## src/include/ifu_consts.svh

```systemverilog
`ifndef IFU_CONSTS_SVH
`define IFU_CONSTS_SVH

// **************************************************
// Fetch address
// **************************************************

// Word address of the first fetch after reset
// Byte address 0x80
`define IFU_RESET_VECTOR 30'h0000_0020

// **************************************************
// Branch target buffer
// **************************************************

// Direct mapped, one entry per index value
`define IFU_BTB_ENTRIES 16

// Low word address bits that pick the entry, 2**bits entries
`define IFU_BTB_INDEX_BITS 4

// **************************************************
// Fetch buffer
// **************************************************

// Words queued between memory and decode
`define IFU_FB_DEPTH 4

`endif

```

## src/verilog/ifu_pkg.sv

```systemverilog
`include "ifu_consts.svh"

package ifu_pkg;

   // **************************************************
   // Address and data
   // **************************************************

   // Word address, byte address bits 31:2
   typedef logic [29:0] fetch_addr_t;

   // One 32-bit instruction word
   typedef logic [31:0] instr_t;

   // **************************************************
   // Branch target buffer fields
   // **************************************************

   // Low fetch address bits, select the BTB entry
   typedef logic [`IFU_BTB_INDEX_BITS-1:0] btb_index_t;

   // Remaining upper address bits, kept for the hit compare
   typedef logic [29-`IFU_BTB_INDEX_BITS:0] btb_tag_t;

   // **************************************************
   // Fetch control FSM
   // **************************************************

   typedef enum logic {
      FETCH_IDLE, // Stopped after a flush without redirect
      FETCH_RUN   // Issuing reads
   } fetch_state_t;

endpackage
```

## src/verilog/ifu.sv

```systemverilog
`timescale 1ns/1ps
`include "ifu_consts.svh"

module ifu (
   input  logic                 clk,
   input  logic                 arst_n,

   // Memory read port, data one cycle after the request
   output logic                 ic_rd_en,
   output ifu_pkg::fetch_addr_t ic_rw_addr,
   input  ifu_pkg::instr_t      ic_rd_data,

   // Execute and control
   input  logic                 exu_flush_final,       // Flush pulse
   input  ifu_pkg::fetch_addr_t exu_flush_path_final,  // Flush target
   input  logic                 dec_tlu_flush_noredir, // Qualified by the flush
   input  logic                 dec_tlu_bpred_disable, // Level
   input  logic                 exu_mp_valid,          // BTB update pulse
   input  ifu_pkg::fetch_addr_t exu_mp_addr,
   input  ifu_pkg::fetch_addr_t exu_mp_target,
   input  logic                 exu_mp_taken,

   // Decode
   input  logic                 dec_ready,             // Back-pressure
   output logic                 ifu_i0_valid,
   output ifu_pkg::instr_t      ifu_i0_instr,
   output ifu_pkg::fetch_addr_t ifu_i0_pc,
   output logic                 ifu_i0_pred_taken,
   output ifu_pkg::fetch_addr_t ifu_i0_pred_target
);

   // **************************************************
   // F2 and buffer status
   // **************************************************

   logic                                fetch_valid_f2; // Returning word is wanted
   ifu_pkg::fetch_addr_t                fetch_addr_f2;  // Its pc
   logic                                bp_hit_f2;      // BTB taken for that word
   ifu_pkg::fetch_addr_t                bp_target_f2;   // BTB target
   logic [$clog2(`IFU_FB_DEPTH+1)-1:0]  fb_space;       // Free buffer slots

   // Fetch address FSM and memory request
   ifu_fetch_ctl u_fetch_ctl (
      .*
   );

   // BTB looks up the same address as the memory read
   ifu_bp u_bp (
      .*,
      .lookup_addr (ic_rw_addr)
   );

   // Fetch buffer toward decode
   ifu_aligner u_aligner (
      .*
   );

endmodule

```

## src/verilog/ifu_aligner.sv

```systemverilog
`timescale 1ns/1ps
`include "ifu_consts.svh"

module ifu_aligner (
   input  logic                               clk,
   input  logic                               arst_n,
   input  logic                               exu_flush_final,    // Empties the buffer
   input  logic                               fetch_valid_f2,     // Word from memory is wanted
   input  ifu_pkg::fetch_addr_t               fetch_addr_f2,      // Its pc
   input  ifu_pkg::instr_t                    ic_rd_data,         // Word from memory
   input  logic                               bp_hit_f2,          // Predicted taken
   input  ifu_pkg::fetch_addr_t               bp_target_f2,       // Predicted target
   input  logic                               dec_ready,          // Decode takes the head
   output logic [$clog2(`IFU_FB_DEPTH+1)-1:0] fb_space,           // Free slots
   output logic                               ifu_i0_valid,
   output ifu_pkg::instr_t                    ifu_i0_instr,
   output ifu_pkg::fetch_addr_t               ifu_i0_pc,
   output logic                               ifu_i0_pred_taken,
   output ifu_pkg::fetch_addr_t               ifu_i0_pred_target
);

   localparam int fb_idx_w = $clog2(`IFU_FB_DEPTH);     // Slot index width
   localparam int fb_cnt_w = $clog2(`IFU_FB_DEPTH + 1); // Occupancy width

   // **************************************************
   // Buffer slots
   // **************************************************

   ifu_pkg::instr_t      fb_instr       [`IFU_FB_DEPTH];
   ifu_pkg::fetch_addr_t fb_pc          [`IFU_FB_DEPTH];
   logic                 fb_pred_taken  [`IFU_FB_DEPTH];
   ifu_pkg::fetch_addr_t fb_pred_target [`IFU_FB_DEPTH];

   logic [fb_idx_w-1:0] wr_ptr;   // Next slot to fill
   logic [fb_idx_w-1:0] rd_ptr;   // Head toward decode
   logic [fb_cnt_w-1:0] fb_count; // Occupied slots
   logic                push;
   logic                pop;

   // Wraps for any depth, not only powers of two
   function automatic logic [fb_idx_w-1:0] ptr_inc(input logic [fb_idx_w-1:0] ptr);
      if (ptr == fb_idx_w'(`IFU_FB_DEPTH - 1)) begin
         return '0;
      end
      return ptr + 1'b1;
   endfunction

   assign push = fetch_valid_f2 & ~exu_flush_final;  // Flush kills the F2 word too
   assign pop  = ifu_i0_valid & dec_ready;           // Consumed this cycle

   // **************************************************
   // Pointers and count
   // **************************************************

   always_ff @(posedge clk or negedge arst_n) begin
      if (!arst_n) begin
         wr_ptr   <= '0;
         rd_ptr   <= '0;
         fb_count <= '0;
      end else if (exu_flush_final) begin
         wr_ptr   <= '0;                             // Drop every queued word
         rd_ptr   <= '0;
         fb_count <= '0;
      end else begin
         if (push) begin
            wr_ptr <= ptr_inc(wr_ptr);
         end
         if (pop) begin
            rd_ptr <= ptr_inc(rd_ptr);
         end
         fb_count <= fb_count + fb_cnt_w'(push) - fb_cnt_w'(pop);
      end
   end

   // Payload, written once per landed word
   always_ff @(posedge clk) begin
      if (push) begin
         fb_instr[wr_ptr]       <= ic_rd_data;
         fb_pc[wr_ptr]          <= fetch_addr_f2;
         fb_pred_taken[wr_ptr]  <= bp_hit_f2;
         fb_pred_target[wr_ptr] <= bp_target_f2;
      end
   end

   // **************************************************
   // Decode side
   // **************************************************

   assign fb_space           = fb_cnt_w'(`IFU_FB_DEPTH) - fb_count;
   assign ifu_i0_valid       = (fb_count != '0);
   assign ifu_i0_instr       = fb_instr[rd_ptr];       // Head holds while not consumed
   assign ifu_i0_pc          = fb_pc[rd_ptr];
   assign ifu_i0_pred_taken  = fb_pred_taken[rd_ptr];
   assign ifu_i0_pred_target = fb_pred_target[rd_ptr];

endmodule

```

## src/verilog/ifu_bp.sv

```systemverilog
`timescale 1ns/1ps
`include "ifu_consts.svh"

module ifu_bp (
   input  logic                 clk,
   input  logic                 arst_n,
   input  ifu_pkg::fetch_addr_t lookup_addr,           // F1 fetch address
   input  logic                 dec_tlu_bpred_disable, // Level, masks all hits
   input  logic                 exu_mp_valid,          // Update pulse from execute
   input  ifu_pkg::fetch_addr_t exu_mp_addr,           // Branch word address
   input  ifu_pkg::fetch_addr_t exu_mp_target,         // Resolved target
   input  logic                 exu_mp_taken,          // Resolved direction
   output logic                 bp_hit_f2,             // Predicted taken in F2
   output ifu_pkg::fetch_addr_t bp_target_f2           // Predicted target in F2
);

   // **************************************************
   // Storage
   // **************************************************

   logic [`IFU_BTB_ENTRIES-1:0] btb_valid;                      // One valid bit per entry
   ifu_pkg::btb_tag_t           btb_tag    [`IFU_BTB_ENTRIES]; // Upper branch address bits
   ifu_pkg::fetch_addr_t        btb_target [`IFU_BTB_ENTRIES]; // Taken target

   ifu_pkg::fetch_addr_t lookup_addr_f2; // Lookup address one cycle later
   ifu_pkg::btb_index_t  rd_index_f2;
   ifu_pkg::btb_tag_t    rd_tag_f2;
   ifu_pkg::btb_index_t  wr_index;
   ifu_pkg::btb_tag_t    wr_tag;
   logic                 wr_tag_match;   // Update hits a live entry
   logic                 rd_tag_match;

   // **************************************************
   // Address split
   // **************************************************

   assign rd_index_f2 = lookup_addr_f2[`IFU_BTB_INDEX_BITS-1:0];
   assign rd_tag_f2   = lookup_addr_f2[29:`IFU_BTB_INDEX_BITS];
   assign wr_index    = exu_mp_addr[`IFU_BTB_INDEX_BITS-1:0];
   assign wr_tag      = exu_mp_addr[29:`IFU_BTB_INDEX_BITS];

   assign wr_tag_match = btb_valid[wr_index] & (btb_tag[wr_index] == wr_tag);
   assign rd_tag_match = btb_valid[rd_index_f2] & (btb_tag[rd_index_f2] == rd_tag_f2);

   // **************************************************
   // Lookup, F1 address registered into F2
   // **************************************************

   always_ff @(posedge clk) begin
      lookup_addr_f2 <= lookup_addr;                            // Follows the memory read
   end

   assign bp_hit_f2    = rd_tag_match & ~dec_tlu_bpred_disable; // Disable kills every hit
   assign bp_target_f2 = btb_target[rd_index_f2];

   // **************************************************
   // Update from execute
   // **************************************************

   // Valid bits, set on taken, dropped on not taken with a tag match
   always_ff @(posedge clk or negedge arst_n) begin
      if (!arst_n) begin
         btb_valid <= '0;
      end else if (exu_mp_valid) begin
         if (exu_mp_taken) begin
            btb_valid[wr_index] <= 1'b1;
         end else if (wr_tag_match) begin
            btb_valid[wr_index] <= 1'b0;                        // Other branch keeps its slot
         end
      end
   end

   // Tag and target only change on a taken update
   always_ff @(posedge clk) begin
      if (exu_mp_valid & exu_mp_taken) begin
         btb_tag[wr_index]    <= wr_tag;
         btb_target[wr_index] <= exu_mp_target;
      end
   end

endmodule

```

## src/verilog/ifu_fetch_ctl.sv

```systemverilog
`timescale 1ns/1ps
`include "ifu_consts.svh"

module ifu_fetch_ctl (
   input  logic                                 clk,
   input  logic                                 arst_n,
   input  logic                                 exu_flush_final,       // Flush pulse from execute
   input  ifu_pkg::fetch_addr_t                 exu_flush_path_final,  // Restart address
   input  logic                                 dec_tlu_flush_noredir, // Go idle on this flush
   input  logic                                 bp_hit_f2,             // BTB hit for the F2 word
   input  ifu_pkg::fetch_addr_t                 bp_target_f2,          // Predicted target
   input  logic [$clog2(`IFU_FB_DEPTH+1)-1:0]   fb_space,              // Free fetch buffer slots
   output logic                                 ic_rd_en,              // Memory read request
   output ifu_pkg::fetch_addr_t                 ic_rw_addr,            // Memory read address
   output logic                                 fetch_valid_f2,        // Returning word is wanted
   output ifu_pkg::fetch_addr_t                 fetch_addr_f2          // Address of returning word
);

   localparam int fb_cnt_w = $clog2(`IFU_FB_DEPTH + 1); // Width of the slot counts

   ifu_pkg::fetch_state_t state;          // FSM state
   ifu_pkg::fetch_state_t state_nxt;
   ifu_pkg::fetch_addr_t  fetch_addr;     // F1 address, next word to read
   ifu_pkg::fetch_addr_t  fetch_addr_nxt;
   logic                  fetch_armed;    // Set one cycle after reset release
   logic [fb_cnt_w-1:0]   inflight;       // Reads whose word has not landed yet
   logic                  taken_f2;       // F2 word predicted taken

   // **************************************************
   // F1 request
   // **************************************************

   assign inflight   = fb_cnt_w'(fetch_valid_f2);                   // 0 or 1 read in F2
   assign taken_f2   = fetch_valid_f2 & bp_hit_f2;                  // Hit already masked by disable
   assign ic_rw_addr = fetch_addr;                                  // Also drives the BTB lookup

   // Only read when the word is sure to find a slot
   assign ic_rd_en = fetch_armed & (state == ifu_pkg::FETCH_RUN) & (fb_space > inflight);

   // Next address and state, flush has priority over prediction
   always_comb begin
      state_nxt      = state;
      fetch_addr_nxt = fetch_addr;
      if (exu_flush_final) begin
         state_nxt      = dec_tlu_flush_noredir ? ifu_pkg::FETCH_IDLE : ifu_pkg::FETCH_RUN;
         fetch_addr_nxt = exu_flush_path_final;                     // Restart point
      end else if (taken_f2) begin
         fetch_addr_nxt = bp_target_f2;                             // Drop the sequential read
      end else if (ic_rd_en) begin
         fetch_addr_nxt = fetch_addr + 30'd1;                       // One word per read
      end
   end

   // **************************************************
   // State and F2 control
   // **************************************************

   always_ff @(posedge clk or negedge arst_n) begin
      if (!arst_n) begin
         state          <= ifu_pkg::FETCH_RUN;
         fetch_addr     <= `IFU_RESET_VECTOR;
         fetch_armed    <= 1'b0;
         fetch_valid_f2 <= 1'b0;
      end else begin
         state          <= state_nxt;
         fetch_addr     <= fetch_addr_nxt;
         fetch_armed    <= 1'b1;
         // Read issued now is killed by a flush or a taken redirect
         fetch_valid_f2 <= ic_rd_en & ~exu_flush_final & ~taken_f2;
      end
   end

   // F2 address follows the read it belongs to
   always_ff @(posedge clk) begin
      if (ic_rd_en) begin
         fetch_addr_f2 <= fetch_addr;
      end
   end

endmodule

```

## config.mk

```make
export PLATFORM = sky130hd
export DESIGN_NAME = ifu
export DESIGN_NICKNAME = d
export VERILOG_FILES = /design/src/verilog/ifu_pkg.sv /design/src/verilog/ifu.sv /design/src/verilog/ifu_aligner.sv /design/src/verilog/ifu_bp.sv /design/src/verilog/ifu_fetch_ctl.sv
export VERILOG_INCLUDE_DIRS = /design/src /design/src/include
export SDC_FILE = /design/constraint.sdc
export NUM_CORES = 1
export LEC_CHECK = 0
export BUFFER_PORTS_ARGS = -buffer_cell sky130_fd_sc_hd__buf_2
export CORE_ASPECT_RATIO = 1.4
export CORE_MARGIN = 4
export CORE_UTILIZATION = 34
export DETAILED_ROUTE_END_ITERATION = 6
export HOLD_SLACK_MARGIN = 0.12
export SYNTH_ARGS = -nofsm -noshare
export SYNTH_HDL_FRONTEND = slang
export SYNTH_SLANG_ARGS = --single-unit
```

## constraint.sdc

```tcl
create_clock -name clk -period 7.1 [get_ports clk]
set_clock_uncertainty 0.1 [all_clocks]
set_input_delay 1.42 -clock clk [delete_from_list [all_inputs] [get_ports clk]]
set_output_delay 1.42 -clock clk [all_outputs]
set_load 0.02 [all_outputs]
```

======== Yosys cells after proc, flatten, opt, wreduce, memory -nomap -nowiden ========
Memories as Yosys holds them, arrays and structs flattened. A register that Yosys moved wholly into a read port is not among the register bits.
Cells that the tools add are included.
word-level totals
  bits in registers ....................... 116
  bits in latches ......................... 0
  RAM bits ................................ 1268
  bits in read-only memories .............. 0
  output and inout bits ................... 125
  word-level logic and storage cells ...... 85
  memories kept ........................... 6
memories
  memory                    depth  width  rd ports  clocked after memory_dff  wr ports  RTL line           text
  u_bp.btb_target           16     30     1         1                         1         ifu_bp.sv:23       ifu_pkg::fetch_addr_t btb_target [`IFU_BTB_ENTRIES];
  u_bp.btb_tag              16     26     2         1                         1         ifu_bp.sv:22       ifu_pkg::btb_tag_t btb_tag [`IFU_BTB_ENTRIES];
  u_aligner.fb_instr        4      32     1         0                         1         ifu_aligner.sv:29  ifu_pkg::instr_t fb_instr [`IFU_FB_DEPTH];
  u_aligner.fb_pc           4      30     1         0                         1         ifu_aligner.sv:30  ifu_pkg::fetch_addr_t fb_pc [`IFU_FB_DEPTH];
  u_aligner.fb_pred_target  4      30     1         0                         1         ifu_aligner.sv:32  ifu_pkg::fetch_addr_t fb_pred_target [`IFU_FB_DEPTH];
  u_aligner.fb_pred_taken   4      1      1         0                         1         ifu_aligner.sv:31  logic fb_pred_taken [`IFU_FB_DEPTH];
cells by class
  $add $sub $neg .......................... 6
  $mul .................................... 0
  divide/modulo/power cells ............... 0
  order comparisons ....................... 4
  eq/ne operators ......................... 4
  shifts and indexed selects .............. 0
  multiplexer cells ....................... 31
  bitwise operators ....................... 17
  reductions and logical operators ........ 7
operator list
  cell                     number
  $mux W30                 3
  $eq A26 B26 Y1           2
  $mux W16                 2
  $add A30 B1 Y30 const B  1
  $and A16 B16 Y16         1
  $mux W2                  8
  $not A16 Y16             1
  $or A16 B16 Y16          1
  $mux W1                  14
  $and A1 B1 Y1            11
  $lt A4 B5 Y1 const B     2
  $bmux W1 S4              2
  $reduce_bool A2 Y1       3
  $reduce_bool A3 Y1       2
  $add A2 B1 Y2 const B    2
  $demux W1 S4             1
  $eq A2 B2 Y1 const B     2
  $ge A4 B1 Y1 const B     1
  $add A3 B1 Y3            1
  $gt A3 B1 Y1             1
  $mux W3                  1
  $not A1 Y1               3
  $sub A3 B1 Y3            1
  $sub A3 B3 Y3 const A    1
  other kinds (2)          2

======== Longest topological paths before layout ========
  word-level depth ........................ 8
  gate-level depth with buffers ........... 15
  gate-level depth less buffers ........... 12

======== By module ========
From an unflattened synthesis, not the netlist that was laid out.
unflattened totals
  cells, all modules ...................... 2609
  area total of the unflattened synthesis .. 56475.4 µm²
by module, submodules not included
  module         instances  cells an instance  area an instance (µm²)  sequential area each (µm²)
  ifu_bp         1          1740               39241.4                 27906.8
  ifu_aligner    1          535                13952.1                 11345.9
  ifu_fetch_ctl  1          334                3281.9                  1729.2

======== Worst setup path after synthesis ========
OpenSTA, ideal clock, no wires.
  kind .................................... input port to flip-flop
  from .................................... input port exu_mp_addr[1]
  to ...................................... memory u_bp.btb_tag[14][0] (netlist bit) (enable)
  data arrival time ....................... 5.431 ns
  required time ........................... 6.528 ns
  setup slack ............................. 1.097 ns
  stages on the path ...................... 7
  cells stage by stage .................... clkbuf_1 > clkbuf_1 > clkbuf_1 > clkbuf_1 > nor2b_1 > nand3_1 > nor2_1
RTL lines
  item         RTL line      text
  from (decl)  ifu.sv:19     input ifu_pkg::fetch_addr_t exu_mp_addr,
  to (decl)    ifu_bp.sv:22
Straight into the memory's write port.

======== Worst setup path after layout ========
  from .................................... register u_bp.lookup_addr_f2[2]
  to ...................................... memory u_aligner.fb_pred_taken[1], data pin
between the ends
  longest elaborated chain between the ends .. 4
RTL lines
  item                           RTL line           text
  from (decl)                    ifu_bp.sv:25       ifu_pkg::fetch_addr_t lookup_addr_f2;
  from (signal assigned)         ifu_bp.sv:50       lookup_addr_f2 <= lookup_addr;
  $bmux W1 S4                    ifu_bp.sv:43       assign rd_tag_match = btb_valid[rd_index_f2] & (btb_tag[rd_index_f2] == rd_tag_f2);
  $mux W1 (not written as such)  ifu_bp.sv:43
  $and A1 B1 Y1                  ifu_bp.sv:43
  $and A1 B1 Y1                  ifu_bp.sv:53       assign bp_hit_f2 = rd_tag_match & ~dec_tlu_bpred_disable;
  named net bp_hit_f2            ifu.sv:38          logic bp_hit_f2;
  to (decl)                      ifu_aligner.sv:31
The timed path passes the listed nets, and every way through them passes these cells. The select of a mux whose other input is x is not followed.

==> implementation parameters <==
Parameter                              Value

Timing
  Min cycle time layout ... 4.97 ns
  Fmax ... 201 MHz
  Final hold violation count ... 0
  Final slew viol count ... 0
  Final period utilization ... 0.700
  Transition time of the tightest slew-check pin ... 1.23 ns
  Total negative setup slack ... 0 ns
  RSZ-0062 raised after global routing ... false
  Max_slew headroom ... 0.177
  Setup violators final ... 0

Critical path
  Critical setup path kind ... reg -> reg
  Setup crit start kind ... register
  Crit path max-delay cell type ... sky130_fd_sc_hd__dfxtp_4
  Critical path endpoint category ... register
  Largest stage delay on the critical path ... 0.90 ns
  Maximum fanout along the worst path ... 43
  Cell type group with the largest total delay on the critical path ... compound AO/OA/AOI/OAI gates
  Series of cell instances along the critical path ... buf_4, mux4_2, a22o_1, a221oi_2, xnor2_1, nor4_2, o2111ai_2, nor3_1
  Arrival time reported for the critical path endpoint ... 5.37 ns
  Data required time at the worst endpoint ... 7.50 ns
  Buffers plus inverters on the worst setup path ... 1

Floorplanning
  Chip Width ... 354 µm
  Initial standard-cell utilization of the core ... 0.342
  Die outline area ... 174,000 µm²
  Core footprint ... 166,000 µm²
  I/O pins ... 255
  Die height ... 492 µm
  Row Count ... 177

Placement
  Port buffer count ... 254
  HPWL after detailed placement ... 94,800 µm
  Placer's final routability congestion estimate ... 0.805
  Number of placed instances with taps included ... 5,019
  Post-placement cell area ... 61,000 µm²

Clock network
  Clock tree from TritonCTS ... yes
  Num CTS Buffers ... 134
  Number of gates given a new drive strength after cts ... 0
  Bufs on Longest Clock Path ... 3
  Number of setup buffers added after CTS ... 0
  Hold-fix buffer count after cts ... 0
  # clock sinks ... 1,384
  Deepest level of the CTS H-tree ... 4
  Register clock-pin slew on the reported worst setup and hold paths ... 0.06 ns
  Clock network latency to the later pin of the worst-skew pair ... 0.78 ns
  Library cell used as clock root buffer ... sky130_fd_sc_hd__clkbuf_16

Layout
  Share of layout cells above drive strength 1 ... 0.348
  Commonest non-fill, non-tap cell in the layout ... sky130_fd_sc_hd__edfxtp_1
  Number of filler instances in the final layout ... 14,800
  Net count reported at finish ... 3,059
  Leading cell types in the layout, fill and taps excluded ... sky130_fd_sc_hd__edfxtp_1, sky130_fd_sc_hd__mux4_2, sky130_fd_sc_hd__buf_2
  Area added between synthesis and finish ... 14.7%
  Post-route insts no fill ... 5,272
  Design area ... 65,300 µm²
  Final standard cell utilization of the core ... 0.393

Power
  Power Density ... 314 nW/µm²
  Worst-case vdd ir drop ... 0.000186 V
  Leakage power total ... 20.6 nW

GRT
  Global-route wire length before repair ... 219,000 µm
  Number of antenna violations at the first check in global routing ... 46
  Global router's overall resource usage ... 0.174
  Pin count of the biggest net entering global routing ... 145
  Grt ovf ... 0
  Vias in the first global route ... 29,400

Detailed routing
  Routed wire length ... 153,000 µm
  Initial DRT Pass Iterations ... 5
  Violation count after the first detailed-routing iteration ... 2,884
  Routed Antenna Nets ... 0
  Vias ... 28,700
  Number of vias per cell ... 5.44
  DRC ... 0
  Post-DR wirelength/cell ... 29.1 µm

Logic synthesis
  Synthesized area per cell ... 21.8 µm²
  Fraction of the yosys area taken by sequential cells ... 0.720
  Async set-reset flop share out of synthesis ... 0.0405
  Post-synthesis cell type with the largest combined area ... sky130_fd_sc_hd__edfxtp_1
  Library cells used by synthesis ... 82
  Mapped cell area ... 56,900 µm²
  Net count after synthesis ... 2,755
  Area share of the largest cell type after synthesis ... 0.685
  Gate Count Post-Synth ... 2,614
  Cells taking the most area after synthesis ... sky130_fd_sc_hd__edfxtp_1, sky130_fd_sc_hd__mux4_2, sky130_fd_sc_hd__dfrtp_1
  Number of enable flip-flop cells after synthesis ... 1,298
  Ys flop type ... sky130_fd_sc_hd__edfxtp_1
  Syn. warnings ... 0
  Seq cells post-synth ... 1,384

Flow run
  Reported max-cap violation count ... 0

Hold path
  Tightest Hold Check Type ... reg -> reg

Run status
  Run status ... finished, final reports clean
worst paths after layout:
| check | slack, ns | depth (start not counted) | start | end |
|---|---|---|---|---|
| setup / recovery | 2.13 | 8 | u_bp.lookup_addr_f2[2]$_DFF_P_ | u_aligner.fb_pred_taken[1]$_DFFE_PP_ |
| hold / removal | 0.39 | 0 | u_fetch_ctl.fetch_addr_f2[10]$_DFFE_PP_ | u_aligner.fb_pc[2][10]$_DFFE_PP_ |
| setup reg to reg | 2.13 | 8 | u_bp.lookup_addr_f2[2]$_DFF_P_ | u_aligner.fb_pred_taken[1]$_DFFE_PP_ |
| hold reg to reg | 0.39 | 0 | u_fetch_ctl.fetch_addr_f2[10]$_DFFE_PP_ | u_aligner.fb_pc[2][10]$_DFFE_PP_ |
| max in group asynchronous | 5.39 | 2 | arst_n | u_aligner.rd_ptr[0]$_DFFE_PN0P_ |
| min in group asynchronous | 0.41 | 1 | arst_n | asynchronous set/reset pin |
kinds of logic (layout without fill, tap and decap cells):
| group | Yosys count | count (layout) | share of synthesized area |
|---|---|---|---|
| flops | 1384 | 1384 | 0.720 |
| compound gates | 152 | 152 | 0.0213 |
| xor+xnor | 88 | 88 | 0.0135 |
| fa+ha+maj | 11 | 11 | 0.00255 |
| mux | 539 | 539 | 0.202 |
| other cells | 1 | 11 | 0.0000659 |
| simple gates | 263 | 263 | 0.0251 |
| buf+inv | 176 | 587 | 0.0160 |
cells in the mapped netlist (5+ instances only):
master and n:
sky130_fd_sc_hd__buf_4 12, sky130_fd_sc_hd__a21oi_1 13, sky130_fd_sc_hd__a22oi_1 12, sky130_fd_sc_hd__and2_1 11, sky130_fd_sc_hd__dfrtp_1 54, sky130_fd_sc_hd__o41ai_1 8
sky130_fd_sc_hd__nand3_1 20, sky130_fd_sc_hd__o211ai_1 6, sky130_fd_sc_hd__dfxtp_1 30, sky130_fd_sc_hd__mux4_1 5, sky130_fd_sc_hd__o221a_1 7, sky130_fd_sc_hd__inv_1 24
sky130_fd_sc_hd__o41ai_2 9, sky130_fd_sc_hd__nand2_1 48, sky130_fd_sc_hd__o21ai_0 28, sky130_fd_sc_hd__o22a_1 8, sky130_fd_sc_hd__nand2b_1 21, sky130_fd_sc_hd__a221oi_2 6
sky130_fd_sc_hd__a22o_1 6, sky130_fd_sc_hd__nor2_1 62, sky130_fd_sc_hd__mux4_2 479, sky130_fd_sc_hd__a31oi_1 17, sky130_fd_sc_hd__nand4_1 27, sky130_fd_sc_hd__mux2i_1 53
sky130_fd_sc_hd__nor3_1 11, sky130_fd_sc_hd__o21ai_1 10, sky130_fd_sc_hd__buf_1 21, sky130_fd_sc_hd__xnor2_1 62, sky130_fd_sc_hd__xor2_1 26, sky130_fd_sc_hd__buf_6 10
sky130_fd_sc_hd__ha_1 10, sky130_fd_sc_hd__nor4_1 7, sky130_fd_sc_hd__and3_1 8, sky130_fd_sc_hd__nor2b_1 15, sky130_fd_sc_hd__clkbuf_1 55, sky130_fd_sc_hd__buf_2 44
sky130_fd_sc_hd__edfxtp_1 1298
per-stage QoR:
| stage | setup WS (ns) | power, mW | hold WS [ns] |
|---|---|---|---|
| final | 2.13 | 20.5 | 0.390 |
| after global placement | 1.40 | 13.7 | 0.367 |
| after floorplan | 1.10 | 12.3 | 0.359 |
| after detailed placement | 1.35 | 13.7 | 0.379 |
| after CTS | 2.03 | 20.8 | 0.363 |
| after global routing | 1.79 | 21.3 | 0.382 |
registers in the layout (all words and copies together), names as in the netlist, 3 cells and up, named ones only:
name / cells
u_aligner.fb_count: 3
u_aligner.fb_pc: 120
u_bp.btb_target: 480
u_aligner.fb_pred_taken: 4
u_aligner.fb_instr: 128
u_bp.btb_tag: 416
u_fetch_ctl.ic_rw_addr: 30
u_fetch_ctl.fetch_addr_f2: 30
u_aligner.fb_pred_target: 120
u_bp.lookup_addr_f2: 30
routing by layer:
| metal | wire length [µm] | global-route usage |
|---|---|---|
| met4 | 4260 | 0.0540 |
| met3 | 12900 | 0.0403 |
| met5 | 126 | 0 |
| met2 | 74200 | 0.283 |
| met1 | 61900 | 0.233 |
power by group:
| group | internal, mW | switching, mW | total [mW] |
|---|---|---|---|
| Sequential | 9.28 | 0.297 | 9.58 |
| Clock | 3.82 | 3.19 | 7.01 |
| Combinational | 1.70 | 2.22 | 3.92 |
area by class of cell:
cell class | count | area (µm²) | share of cell area
inverters | 27 | 103 | 0.00157
clock inverters | 78 | 826 | 0.0126
flip-flops and latches | 1384 | 41000 | 0.628
repair buffers | 317 | 1890 | 0.0290
clock buffers | 165 | 3480 | 0.0533
well taps | 2237 | 2800 | 0.0429
diodes | 10 | 25.0 | 0.000383
multi-input cells | 1054 | 15200 | 0.232
No activity file was read; power rests on OpenSTA's default activity.
